--- config.mk ---
export PLATFORM = sky130hd
export DESIGN_NAME = rv_top
export DESIGN_NICKNAME = d
export VERILOG_FILES = /design/src/rv_pkg.sv /design/src/mem_req_if.sv /design/src/rv_alu.sv /design/src/rv_control.sv /design/src/rv_decode.sv /design/src/rv_mem_port.sv /design/src/rv_regfile.sv /design/src/rv_top.sv
export SDC_FILE = /design/constraint.sdc
export NUM_CORES = 2
export LEC_CHECK = 0
export BUFFER_PORTS_ARGS = -buffer_cell sky130_fd_sc_hd__buf_4
export CORE_AREA = 5 5 491 493
export CTS_BUF_LIST = sky130_fd_sc_hd__clkbuf_8
export CTS_CLUSTER_DIAMETER = 40
export DETAILED_ROUTE_END_ITERATION = 16
export DIE_AREA = 0 0 496 498
export SYNTH_ARGS = -nofsm -noshare
export SYNTH_HDL_FRONTEND = slang
export SYNTH_SLANG_ARGS = --single-unit
--- constraint.sdc ---
create_clock -name i_clock -period 7.8 [get_ports i_clock]
set_clock_uncertainty 0.2 [all_clocks]
set_input_delay 0.78 -clock i_clock [delete_from_list [all_inputs] [get_ports i_clock]]
set_output_delay 0.78 -clock i_clock [all_outputs]
set_load 0.03 [all_outputs]
--- src/rv_pkg.sv ---
`default_nettype none

package rv_pkg;

	typedef logic [31:0] word_t;
	typedef logic [4:0] reg_idx_t;
	typedef logic [6:0] opcode_t;

	// base opcodes handled by the core
	localparam opcode_t OPC_LUI = 7'b0110111;
	localparam opcode_t OPC_AUIPC = 7'b0010111;
	localparam opcode_t OPC_JAL = 7'b1101111;
	localparam opcode_t OPC_JALR = 7'b1100111;
	localparam opcode_t OPC_BRANCH = 7'b1100011;
	localparam opcode_t OPC_LOAD = 7'b0000011;
	localparam opcode_t OPC_STORE = 7'b0100011;
	localparam opcode_t OPC_OP_IMM = 7'b0010011;
	localparam opcode_t OPC_OP = 7'b0110011;

	typedef enum logic [3:0] {
		CLS_LUI, CLS_AUIPC, CLS_JAL, CLS_JALR, CLS_BRANCH,
		CLS_LOAD, CLS_STORE, CLS_OP_IMM, CLS_OP, CLS_ILLEGAL
	} op_class_t;

	typedef enum logic [3:0] {
		ALU_ADD, ALU_SUB, ALU_SLL, ALU_SLT, ALU_SLTU,
		ALU_XOR, ALU_SRL, ALU_SRA, ALU_OR, ALU_AND
	} alu_op_t;

	// matches funct3[1:0] of loads and stores
	typedef enum logic [1:0] {
		SIZE_BYTE = 2'b00,
		SIZE_HALF = 2'b01,
		SIZE_WORD = 2'b10
	} mem_size_t;

	typedef enum logic [2:0] {
		ST_FETCH, ST_EXECUTE, ST_MEMORY, ST_RETIRE, ST_ERROR
	} ctrl_state_t;

	localparam word_t RESET_PC = 32'h0000_0000;
	// initial stack pointer
	localparam word_t RESET_SP = 32'h0001_0400;

endpackage

`default_nettype wire

--- src/mem_req_if.sv ---
`timescale 1ns/100ps
`default_nettype none

interface mem_req_if import rv_pkg::*; ();
	logic valid;
	logic write;
	mem_size_t size;
	logic unsigned_load;
	word_t address;
	word_t wdata;
	word_t rdata;
	logic done;

	modport ctrl (output valid, write, size, unsigned_load, address, wdata,
		input rdata, done);
	modport port (input valid, write, size, unsigned_load, address, wdata,
		output rdata, done);
endinterface

`default_nettype wire

--- src/rv_alu.sv ---
`timescale 1ns/100ps
`default_nettype none

module rv_alu import rv_pkg::*; (
	input wire alu_op_t i_op,
	input wire word_t i_a,
	input wire word_t i_b,
	input wire [2:0] i_funct3,
	output word_t o_result,
	output logic o_branch_taken
);
	logic [4:0] shamt;

	assign shamt = i_b[4:0];

	always_comb begin
		case (i_op)
			ALU_ADD: o_result = i_a + i_b;
			ALU_SUB: o_result = i_a - i_b;
			ALU_SLL: o_result = i_a << shamt;
			ALU_SLT: o_result = {31'd0, $signed(i_a) < $signed(i_b)};
			ALU_SLTU: o_result = {31'd0, i_a < i_b};
			ALU_XOR: o_result = i_a ^ i_b;
			ALU_SRL: o_result = i_a >> shamt;
			ALU_SRA: o_result = $unsigned($signed(i_a) >>> shamt);
			ALU_OR: o_result = i_a | i_b;
			ALU_AND: o_result = i_a & i_b;
			default: o_result = 32'd0;
		endcase
	end

	// funct3 encodings 010 and 011 are not branches
	always_comb begin
		case (i_funct3)
			3'b000: o_branch_taken = (i_a == i_b);
			3'b001: o_branch_taken = (i_a != i_b);
			3'b100: o_branch_taken = ($signed(i_a) < $signed(i_b));
			3'b101: o_branch_taken = ($signed(i_a) >= $signed(i_b));
			3'b110: o_branch_taken = (i_a < i_b);
			3'b111: o_branch_taken = (i_a >= i_b);
			default: o_branch_taken = 1'b0;
		endcase
	end
endmodule

`default_nettype wire

--- src/rv_control.sv ---
`timescale 1ns/100ps
`default_nettype none

module rv_control import rv_pkg::*; (
	input wire i_clock,
	input wire i_reset,
	input wire op_class_t i_class,
	input wire reg_idx_t i_rd,
	input wire word_t i_imm,
	input wire alu_op_t i_alu_op,
	input wire [2:0] i_funct3,
	input wire i_alu_use_imm,
	input wire word_t i_alu_result,
	input wire i_branch_taken,
	output alu_op_t o_alu_op,
	output word_t o_alu_a,
	output word_t o_alu_b,
	output word_t o_instruction,
	output logic o_wr_en,
	output reg_idx_t o_wr_idx,
	output word_t o_wr_data,
	input wire word_t i_rs1_data,
	input wire word_t i_rs2_data,
	mem_req_if.ctrl mem,
	output word_t o_pc,
	output logic o_error
);
	ctrl_state_t state;
	word_t pc;
	word_t pc_next;
	word_t instruction;
	word_t next_pc;
	word_t pc_plus4;
	word_t pc_plus_imm;

	assign o_instruction = instruction;
	assign o_pc = pc;
	assign o_error = (state == ST_ERROR);

	// operand select for the ALU
	assign o_alu_op = i_alu_op;
	assign o_alu_a = i_rs1_data;
	assign o_alu_b = i_alu_use_imm ? i_imm : i_rs2_data;

	assign pc_plus4 = pc + 32'd4;
	assign pc_plus_imm = pc + i_imm;

	always_comb begin
		next_pc = pc_plus4;
		case (i_class)
			CLS_JAL: next_pc = pc_plus_imm;
			CLS_JALR: next_pc = i_alu_result & ~32'd1;
			CLS_BRANCH: begin
				if (i_branch_taken) begin
					next_pc = pc_plus_imm;
				end
			end
			default: next_pc = pc_plus4;
		endcase
	end

	// retire already requests the next fetch
	always_comb begin
		mem.valid = 1'b0;
		mem.write = 1'b0;
		mem.size = SIZE_WORD;
		mem.unsigned_load = 1'b0;
		mem.address = pc;
		mem.wdata = i_rs2_data;
		case (state)
			ST_FETCH: mem.valid = 1'b1;
			ST_MEMORY: begin
				mem.valid = 1'b1;
				mem.write = (i_class == CLS_STORE);
				mem.size = mem_size_t'(i_funct3[1:0]);
				mem.unsigned_load = i_funct3[2];
				mem.address = i_alu_result;
			end
			ST_RETIRE: begin
				mem.valid = 1'b1;
				mem.address = pc_next;
			end
			default: mem.valid = 1'b0;
		endcase
	end

	always_comb begin
		o_wr_en = 1'b0;
		o_wr_idx = i_rd;
		o_wr_data = i_alu_result;
		if (state == ST_EXECUTE) begin
			case (i_class)
				CLS_LUI: begin
					o_wr_en = 1'b1;
					o_wr_data = i_imm;
				end
				CLS_AUIPC: begin
					o_wr_en = 1'b1;
					o_wr_data = pc_plus_imm;
				end
				CLS_JAL, CLS_JALR: begin
					o_wr_en = 1'b1;
					o_wr_data = pc_plus4;
				end
				CLS_OP, CLS_OP_IMM: o_wr_en = 1'b1;
				default: o_wr_en = 1'b0;
			endcase
		end else if (state == ST_MEMORY && i_class == CLS_LOAD && mem.done) begin
			o_wr_en = 1'b1;
			o_wr_data = mem.rdata;
		end
	end

	always_ff @(posedge i_clock) begin
		if (i_reset) begin
			state <= ST_FETCH;
			pc <= RESET_PC;
			pc_next <= RESET_PC;
		end else begin
			case (state)
				ST_FETCH: begin
					if (mem.done) begin
						state <= ST_EXECUTE;
					end
				end
				ST_EXECUTE: begin
					pc_next <= next_pc;
					if (i_class == CLS_ILLEGAL) begin
						state <= ST_ERROR;
					end else if (i_class == CLS_LOAD || i_class == CLS_STORE) begin
						state <= ST_MEMORY;
					end else begin
						state <= ST_RETIRE;
					end
				end
				ST_MEMORY: begin
					if (mem.done) begin
						state <= ST_RETIRE;
					end
				end
				ST_RETIRE: begin
					pc <= pc_next;
					state <= ST_FETCH;
				end
				default: state <= ST_ERROR;
			endcase
		end
	end

	always_ff @(posedge i_clock) begin
		if (state == ST_FETCH && mem.done) begin
			instruction <= mem.rdata;
		end
	end

	// halt is final with no writes and no bus traffic afterwards
	assert property (@(posedge i_clock) disable iff (i_reset)
		(state == ST_ERROR) |=> (state == ST_ERROR && !o_wr_en && !mem.valid));
endmodule

`default_nettype wire

--- src/rv_decode.sv ---
`timescale 1ns/100ps
`default_nettype none

module rv_decode import rv_pkg::*; (
	input wire word_t i_instruction,
	output op_class_t o_class,
	output reg_idx_t o_rd,
	output reg_idx_t o_rs1,
	output reg_idx_t o_rs2,
	output word_t o_imm,
	output alu_op_t o_alu_op,
	output logic [2:0] o_funct3,
	output logic o_alu_use_imm
);
	opcode_t opcode;
	word_t imm_b;
	word_t imm_i;
	word_t imm_j;
	word_t imm_s;
	word_t imm_u;

	assign opcode = i_instruction[6:0];
	assign o_rd = i_instruction[11:7];
	assign o_rs1 = i_instruction[19:15];
	assign o_rs2 = i_instruction[24:20];
	assign o_funct3 = i_instruction[14:12];

	// immediate formats
	assign imm_b = {{20{i_instruction[31]}}, i_instruction[7], i_instruction[30:25],
		i_instruction[11:8], 1'b0};
	assign imm_i = {{21{i_instruction[31]}}, i_instruction[30:20]};
	assign imm_j = {{12{i_instruction[31]}}, i_instruction[19:12], i_instruction[20],
		i_instruction[30:21], 1'b0};
	assign imm_s = {{21{i_instruction[31]}}, i_instruction[30:25], i_instruction[11:7]};
	assign imm_u = {i_instruction[31:12], 12'b0};

	always_comb begin
		case (opcode)
			OPC_LUI: o_class = CLS_LUI;
			OPC_AUIPC: o_class = CLS_AUIPC;
			OPC_JAL: o_class = CLS_JAL;
			OPC_JALR: o_class = CLS_JALR;
			OPC_BRANCH: o_class = CLS_BRANCH;
			OPC_LOAD: o_class = CLS_LOAD;
			OPC_STORE: o_class = CLS_STORE;
			OPC_OP_IMM: o_class = CLS_OP_IMM;
			OPC_OP: o_class = CLS_OP;
			default: o_class = CLS_ILLEGAL;
		endcase
	end

	always_comb begin
		case (o_class)
			CLS_LUI, CLS_AUIPC: o_imm = imm_u;
			CLS_JAL: o_imm = imm_j;
			CLS_JALR, CLS_LOAD, CLS_OP_IMM: o_imm = imm_i;
			CLS_BRANCH: o_imm = imm_b;
			CLS_STORE: o_imm = imm_s;
			default: o_imm = 32'd0;
		endcase
	end

	// address generation and jalr use plain add
	always_comb begin
		o_alu_op = ALU_ADD;
		if (o_class == CLS_OP || o_class == CLS_OP_IMM) begin
			case (o_funct3)
				3'b000: o_alu_op = (o_class == CLS_OP && i_instruction[30]) ? ALU_SUB : ALU_ADD;
				3'b001: o_alu_op = ALU_SLL;
				3'b010: o_alu_op = ALU_SLT;
				3'b011: o_alu_op = ALU_SLTU;
				3'b100: o_alu_op = ALU_XOR;
				3'b101: o_alu_op = i_instruction[30] ? ALU_SRA : ALU_SRL;
				3'b110: o_alu_op = ALU_OR;
				default: o_alu_op = ALU_AND;
			endcase
		end
	end

	// branches compare rs1 against rs2
	assign o_alu_use_imm = (o_class != CLS_OP) && (o_class != CLS_BRANCH);
endmodule

`default_nettype wire

--- src/rv_mem_port.sv ---
`timescale 1ns/100ps
`default_nettype none

module rv_mem_port import rv_pkg::*; (
	input wire i_clock,
	input wire i_reset,
	mem_req_if.port mem,
	output logic o_rw,
	output logic o_request,
	output word_t o_address,
	input wire word_t i_data,
	output word_t o_data,
	input wire i_ready
);
	logic rmw_read;
	logic wr_pending;
	logic [4:0] lane_shift;
	word_t lane_mask;
	word_t load_shifted;
	word_t store_merged;

	// byte lanes come from the low address bits
	assign lane_shift = {o_address[1:0], 3'b000};
	assign load_shifted = i_data >> lane_shift;

	always_comb begin
		case (mem.size)
			SIZE_BYTE: lane_mask = 32'h0000_00ff << lane_shift;
			SIZE_HALF: lane_mask = 32'h0000_ffff << lane_shift;
			default: lane_mask = 32'hffff_ffff;
		endcase
	end

	assign store_merged = (i_data & ~lane_mask) | ((mem.wdata << lane_shift) & lane_mask);

	always_comb begin
		case (mem.size)
			SIZE_BYTE: mem.rdata = mem.unsigned_load ? {24'd0, load_shifted[7:0]}
				: {{24{load_shifted[7]}}, load_shifted[7:0]};
			SIZE_HALF: mem.rdata = mem.unsigned_load ? {16'd0, load_shifted[15:0]}
				: {{16{load_shifted[15]}}, load_shifted[15:0]};
			default: mem.rdata = i_data;
		endcase
	end

	// the read half of a sub-word store is not a completion
	assign mem.done = o_request && i_ready && !rmw_read;

	always_ff @(posedge i_clock) begin
		if (i_reset) begin
			o_request <= 1'b0;
			o_rw <= 1'b0;
			rmw_read <= 1'b0;
			wr_pending <= 1'b0;
		end else if (!o_request) begin
			if (wr_pending) begin
				// write back the merged word
				o_request <= 1'b1;
				o_rw <= 1'b1;
				wr_pending <= 1'b0;
			end else if (mem.valid) begin
				o_request <= 1'b1;
				o_rw <= mem.write && (mem.size == SIZE_WORD);
				rmw_read <= mem.write && (mem.size != SIZE_WORD);
			end
		end else if (i_ready) begin
			o_request <= 1'b0;
			o_rw <= 1'b0;
			if (rmw_read) begin
				rmw_read <= 1'b0;
				wr_pending <= 1'b1;
			end
		end
	end

	always_ff @(posedge i_clock) begin
		if (!o_request && !wr_pending && mem.valid) begin
			o_address <= mem.address;
			o_data <= mem.wdata;
		end else if (o_request && i_ready && rmw_read) begin
			o_data <= store_merged;
		end
	end

	// bus fields hold while the slave stalls
	assert property (@(posedge i_clock) disable iff (i_reset)
		(o_request && !i_ready) |=> (o_request && $stable(o_address) && $stable(o_rw)));

	// a request drops after completion
	assert property (@(posedge i_clock) disable iff (i_reset)
		(o_request && i_ready) |=> !o_request);

	// the control side keeps an access open until it completes
	assert property (@(posedge i_clock) disable iff (i_reset)
		(mem.valid && !mem.done) |=> mem.valid);
endmodule

`default_nettype wire

--- src/rv_regfile.sv ---
`timescale 1ns/100ps
`default_nettype none

module rv_regfile import rv_pkg::*; (
	input wire i_clock,
	input wire i_reset,
	input wire reg_idx_t i_rs1,
	input wire reg_idx_t i_rs2,
	output word_t o_rs1_data,
	output word_t o_rs2_data,
	input wire i_wr_en,
	input wire reg_idx_t i_wr_idx,
	input wire word_t i_wr_data
);
	word_t regs [32];

	// x0 is hardwired
	assign o_rs1_data = (i_rs1 == 5'd0) ? 32'd0 : regs[i_rs1];
	assign o_rs2_data = (i_rs2 == 5'd0) ? 32'd0 : regs[i_rs2];

	always_ff @(posedge i_clock) begin
		if (i_reset) begin
			for (int i = 0; i < 32; i++) begin
				regs[i] <= 32'd0;
			end
			regs[2] <= RESET_SP;
		end else if (i_wr_en && i_wr_idx != 5'd0) begin
			regs[i_wr_idx] <= i_wr_data;
		end
	end
endmodule

`default_nettype wire

--- src/rv_top.sv ---
`timescale 1ns/100ps
`default_nettype none

module rv_top import rv_pkg::*; (
	input wire i_clock,
	input wire i_reset,
	output logic o_rw,
	output logic o_request,
	input wire i_ready,
	output word_t o_address,
	input wire word_t i_data,
	output word_t o_data,
	output word_t o_pc,
	output logic o_error
);
	mem_req_if mem ();

	op_class_t op_class;
	reg_idx_t rd;
	reg_idx_t rs1;
	reg_idx_t rs2;
	word_t imm;
	alu_op_t dec_alu_op;
	alu_op_t alu_op;
	logic [2:0] funct3;
	logic alu_use_imm;
	word_t alu_a;
	word_t alu_b;
	word_t alu_result;
	logic branch_taken;
	word_t instruction;
	logic wr_en;
	reg_idx_t wr_idx;
	word_t wr_data;
	word_t rs1_data;
	word_t rs2_data;

	rv_control i_control (
		.i_clock(i_clock),
		.i_reset(i_reset),
		.i_class(op_class),
		.i_rd(rd),
		.i_imm(imm),
		.i_alu_op(dec_alu_op),
		.i_funct3(funct3),
		.i_alu_use_imm(alu_use_imm),
		.i_alu_result(alu_result),
		.i_branch_taken(branch_taken),
		.o_alu_op(alu_op),
		.o_alu_a(alu_a),
		.o_alu_b(alu_b),
		.o_instruction(instruction),
		.o_wr_en(wr_en),
		.o_wr_idx(wr_idx),
		.o_wr_data(wr_data),
		.i_rs1_data(rs1_data),
		.i_rs2_data(rs2_data),
		.mem(mem.ctrl),
		.o_pc(o_pc),
		.o_error(o_error)
	);

	rv_regfile i_regfile (
		.i_clock(i_clock),
		.i_reset(i_reset),
		.i_rs1(rs1),
		.i_rs2(rs2),
		.o_rs1_data(rs1_data),
		.o_rs2_data(rs2_data),
		.i_wr_en(wr_en),
		.i_wr_idx(wr_idx),
		.i_wr_data(wr_data)
	);

	rv_decode i_decode (
		.i_instruction(instruction),
		.o_class(op_class),
		.o_rd(rd),
		.o_rs1(rs1),
		.o_rs2(rs2),
		.o_imm(imm),
		.o_alu_op(dec_alu_op),
		.o_funct3(funct3),
		.o_alu_use_imm(alu_use_imm)
	);

	rv_alu i_alu (
		.i_op(alu_op),
		.i_a(alu_a),
		.i_b(alu_b),
		.i_funct3(funct3),
		.o_result(alu_result),
		.o_branch_taken(branch_taken)
	);

	rv_mem_port i_mem_port (
		.i_clock(i_clock),
		.i_reset(i_reset),
		.mem(mem.port),
		.o_rw(o_rw),
		.o_request(o_request),
		.o_address(o_address),
		.i_data(i_data),
		.o_data(o_data),
		.i_ready(i_ready)
	);
endmodule

`default_nettype wire
* Word-level counts from Yosys, hierarchy flattened *
Memories as Yosys holds them, arrays and structs flattened. A register that Yosys moved wholly into a read port is not among the register bits.
Index checks and enable logic that the tools add are counted.

cells by class
  bitwise logic cells = 9
  equal/unequal tests = 49
  $add $sub $neg = 4
  muxes and demuxes = 57
  reductions and logical operators = 40
  shift operators = 7
  magnitude comparators = 4

operators by type and width
  kind                   number
  $mux 32                12
  $pmux 32 s10           1
  $pmux 32 s2            3
  $pmux 32 s3            2
  $pmux 32 s5            1
  $and 32x32->32         3
  $add 32x32->32         2
  $ge 32x32->1           2
  $lt 32x32->1           2
  $or 32x32->32          2
  $shl 32x5->32          2
  $pmux 4 s9             1
  $add 32x3->32 const B  1
  $eq 32x32->1           1
  $eq 4x3->1 const B     8
  $ne 32x32->1           1
  $not 32->32            1
  $reduce_or 32->1       1
  $shl 16x5->32 const A  1
  $shl 8x5->32 const A   1
  $shr 32x5->16          1
  $shr 32x5->32          1
  $sshr 32x5->32         1
  $sub 32x32->32         1
  42 further kinds       118

word-level totals
  memories = 1
  output and inout port bits = 99
  bits of input ports = 35
  bits in registers = 167
  word-level logic and storage cells = 181
  bits in writable memories = 1024

memories
  name            words  width  rd ports  clocked after memory_dff  wr ports  RTL line          RTL
  i_regfile.regs  32     32     2         2                         32        rv_regfile.sv:15  word_t regs [32];

* Longest topological paths before layout *
  word-level depth = 13
  mapped depth = 29
  mapped depth without buffers = 23

* Cells and area by module *
Synthesis repeated with hierarchy kept, for this count alone.

second synthesis, totals
  cells, all modules = 6391
  area, all modules = 76184.3 um^2

modules (own cells, without submodules)
  module       cells an instance  times used  sequential area each (um^2)  area each (um^2)
  rv_regfile   3502               1           30749.5                      54237.0
  rv_alu       1288               1           0.0                          8632.0
  rv_control   1109               1           2302.2                       8628.3
  rv_mem_port  379                1           2001.9                       3876.2
  rv_decode    113                1           0.0                          810.8

* Least setup slack after synthesis *
OpenSTA, ideal clock, no wires.

  path type = flip-flop to flip-flop
  start = reg (tool-made name)
  end = reg i_control.pc_next[13]
  arrival = 6.808 ns
  path slack = 0.660 ns
  data required time = 7.468 ns
  stages on the path, launching flop included = 26
  clock period less this slack = 7.140 ns
  buffers on the path = 9
  library setup time = 0.132 ns
  path through = dfxtp_1 -> buf_6 -> buf_6 -> buf_6 -> buf_2 -> buf_2 -> buf_2 -> buf_1 -> mux4_2 -> mux4_2 -> mux2_2 -> nand2_1 -> nor2_1 -> a21o_1 -> ha_1 -> nor3_1 -> nand3_1 -> or4_1 -> and3_1 -> a211oi_1 -> and3_1 -> clkbuf_1 -> buf_1 -> o21ai_0 -> a222oi_1 -> nor3_1

RTL lines
  element               RTL line           RTL
  end signal, assigned  rv_control.sv:127  pc_next <= next_pc;
  end, declared         rv_control.sv:30   word_t pc_next;

==> qor.txt <==
run status - finished clean
share of the synthesized area in the top cell type - 44.8%
synthesized flop and latch total - 1,201
synth top area cells - edfxtp_1, mux4_2, nor2_1, mux2i_1, nand2_1
final setup fails - 0
Post-synth EDFFs - 1,120
GR Layer Usage met1 - 38.6%
largest net degree at the start of global routing - 73
Clk pin slew, worst setup/hold paths - 0.07 ns
# rows - 179
unrepaired setup endpoints after global routing - no
Reg area - 35,300 sq um
buffers added on ports - 133
worst slew pin tran - 1.46 ns
number of global-route vias before repair - 64.9k
R2R Path End - i_regfile.regs[20][0]
Final Cell Area - 87,600 sq um
total grt overflow - 0
register area share after synthesis - 47.0%
hpwl dp - 271,000 microns
GRT Max-Usage Layer - met2
Worst Hold Class - input pin to register
first-pass GRT wire length - 535,000 microns
worst-path cell chain - buf_16, buf_12, mux4_2, mux4_2, mux2i_2, nor2_1, inv_1, a21boi_1, ha_1, nor2_1, a221o_1, a31oi_1, o2111ai_1, nor2_1, xor2_1, a32o_1, a211oi_1, buf_4, a221o_1, buf_12, nor2_1
DRC violations left - 0
cell taking the most area after synthesis - edfxtp_1
share of layout cells above drive strength 1 - 25.6%
CTS tree - built
CP endpoint kind - register
total wire length - 396,000 microns
CORE AREA - 237,000 sq um
count of cell types in the netlist - 124
cts bufs inserted - 225
leakage power - 0.0319 uW
Syn Area/Cell - 11.3 sq um
Worst Hold End - i_control.o_instruction[18]
clock buffer depth - 3
setup ws final - 0.220 ns
Die Area - 247,000 sq um
CP peak stage delay - 0.57 ns
Starting Density - 31.7%
htree depth - 4
routed len/inst - 38.2 microns
max-cap viol count - 0
Die H - 498 microns
cell mode on critical path - nor2_1
hold path start - i_data[18]
initial antenna violation count - 24
Main synth FF type - edfxtp_1
crit path time final - 7.58 ns
dpl cell area - 82,400 sq um
CP Max Fanout - 31
routing usage on met3 - 12.9%
pre-CTS setup slack - -0.521 ns
clock sinks - 1,201
Power Density - 243 nW/um^2
fillers - 23.0k
YS warnings - 0
synthesized area - 75,000 sq um
asr flop ratio synth - 0%
required time worst endpoint - 8.33 ns
area growth from synthesis to layout - 16.8%
First-pass DRT Iterations - 9
area of the multi-input gates - 36,800 sq um
violation count after the first detailed-route iteration - 12.0k
I/O pin cnt - 134
achievable frequency - 132 MHz
Worst EP arrival - 8.11 ns
synth cell count leaders - edfxtp_1, nor2_1, mux4_2, nand2_1
Crit Path Category - register to register
peak supply drop - 183 uV
GRT Util Overall - 30.9%
Reg2Reg Depth - 21
# nets final - 7,160
count leader, synth - edfxtp_1
Critical Path Source Type - register
Cells after Synth - 6,641
R2R setup slack - 0.22 ns
via count - 68.2k
normalized max-slew margin - 2.57%
met2 Usage GRT - 42.7%
hold slack - 0.0942 ns
Via density - 6.58
hold-critical path depth - 3
Die X-Extent - 496 microns
slowest CP cell - mux2i_2
clk_lat worst skew - 1.12 ns
Final Hold Fails - 0
CTS root buffer - clkbuf_8
antenna-violating nets left - 0
Slew Viols, Final - 0
Tcrit/Tclk final - 97.2%
Placer Congestion - 1.02
through the flow:
step	TNS (ns)	total power, uW	std cells	util (%)
6_report	0	21300	10400	37.0
4_1_cts	0	20900	10300	37.0
5_1_grt	0	21700	10400	37.0
3_5_place_dp	-15.34	14300	9911	34.8
3_3_place_gp	-20.22	14300	9910	34.8
2_1_floorplan	0	11100	6672	-
routing by layer:
metal	vias to the layer above	share of wire [%]	wire length (microns)
met4	24	9.1	36300
li1	26200	-	-
met5	-	0.070	278
met3	1553	16	63900
met2	6635	40	160000
met1	33800	34	136000
kinds of logic (layout without fill, tap and decap cells):
| kind of cell | after synthesis | after routing | share of synthesized area, % |
|---|---|---|---|
| mux | 756 | 756 | 18.6 |
| simple gates | 2294 | 2294 | 13.7 |
| other cells | 1 | 45 | 0.00500 |
| buf+inv | 767 | 1277 | 4.76 |
| fa+ha+maj | 132 | 132 | 2.23 |
| flops | 1201 | 1201 | 47.0 |
| compound gates | 1420 | 1420 | 12.9 |
| xor+xnor | 70 | 70 | 0.817 |
report_power, final:
group	internal, uW	total [uW]	leakage [uW]	switching, uW
Sequential	7350	7570	0.0122	214
Combinational	2340	7030	0.0171	4690
Clock	3560	6720	0.00256	3160
Total	13300	21300	0.0319	8060
cells in the final DEF, fill, tap and decap left out, drive strengths merged, types with 142 or more instances in the layout:
| cell | n |
|---|---|
| nor3 | 142 |
| buf | 692 |
| mux4 | 504 |
| nor2 | 1161 |
| nand2 | 503 |
| edfxtp | 1120 |
| a21oi | 318 |
| o21ai | 258 |
| clkbuf | 228 |
| inv | 197 |
| mux2i | 209 |
timing repair:
action | CTS | global route
hold buffers | 10 | 0
cloned | 0 | 2
pin swaps | 2 | 3
resized for setup | 2 | 18
endpoints found under the setup margin | 33 | 181
buffers inserted | 2 | 8
endpoints found under the hold margin | 16 | 0
sequential cells by signal, summed over array words and instances (netlist names), named ones only:
name / flops
i_control.o_instruction: 32
i_control.o_pc: 32
i_control.pc_next: 32
i_control.state: 3
i_mem_port.o_address: 32
i_mem_port.o_data: 32
i_mem_port.o_request: 1
i_mem_port.o_rw: 1
i_mem_port.rmw_read: 1
i_mem_port.wr_pending: 1
i_regfile.regs: 1024
critical path, delay by kind of cell, from the launching register on:
family                     cells  cell delay (ns)
muxes                          3             1.63
adders and majority gates      1             0.52
and+or+nand+nor                4             0.95
xor gates and xnor gates       1             0.19
buffers and inverters          5             1.17
AOI/OAI and AO/OA              7             1.94
DFF                            1             0.55
worst max path at each step:
stage                          startpoint                     to  slack (ns)  cells past startpoint
2_1_floorplan                    register  i_control.pc_next[13]        0.66                     25
3_3_place_gp   i_control.o_instruction[5]  i_regfile.regs[5][27]       -0.64                     21
3_5_place_dp   i_control.o_instruction[5]  i_regfile.regs[5][27]       -0.52                     21
4_1_cts                          register  i_regfile.regs[7][27]        0.04                     23
5_1_grt                          register  i_regfile.regs[20][0]        0.06                     21
6_report                         register  i_regfile.regs[20][0]        0.22                     21
final cells by class:
cell class                 instances  share of cell area [%]
clock inverter                   190                    2.03
antenna                           13                  0.0371
clock buffer                     226                    3.55
multi-input combinational       4704                    42.0
inverter                         157                   0.675
sequential                      1201                    40.3
tap                             3167                    4.52
timing repair buffer             704                    6.92
(Power assumes the default switching activity.)
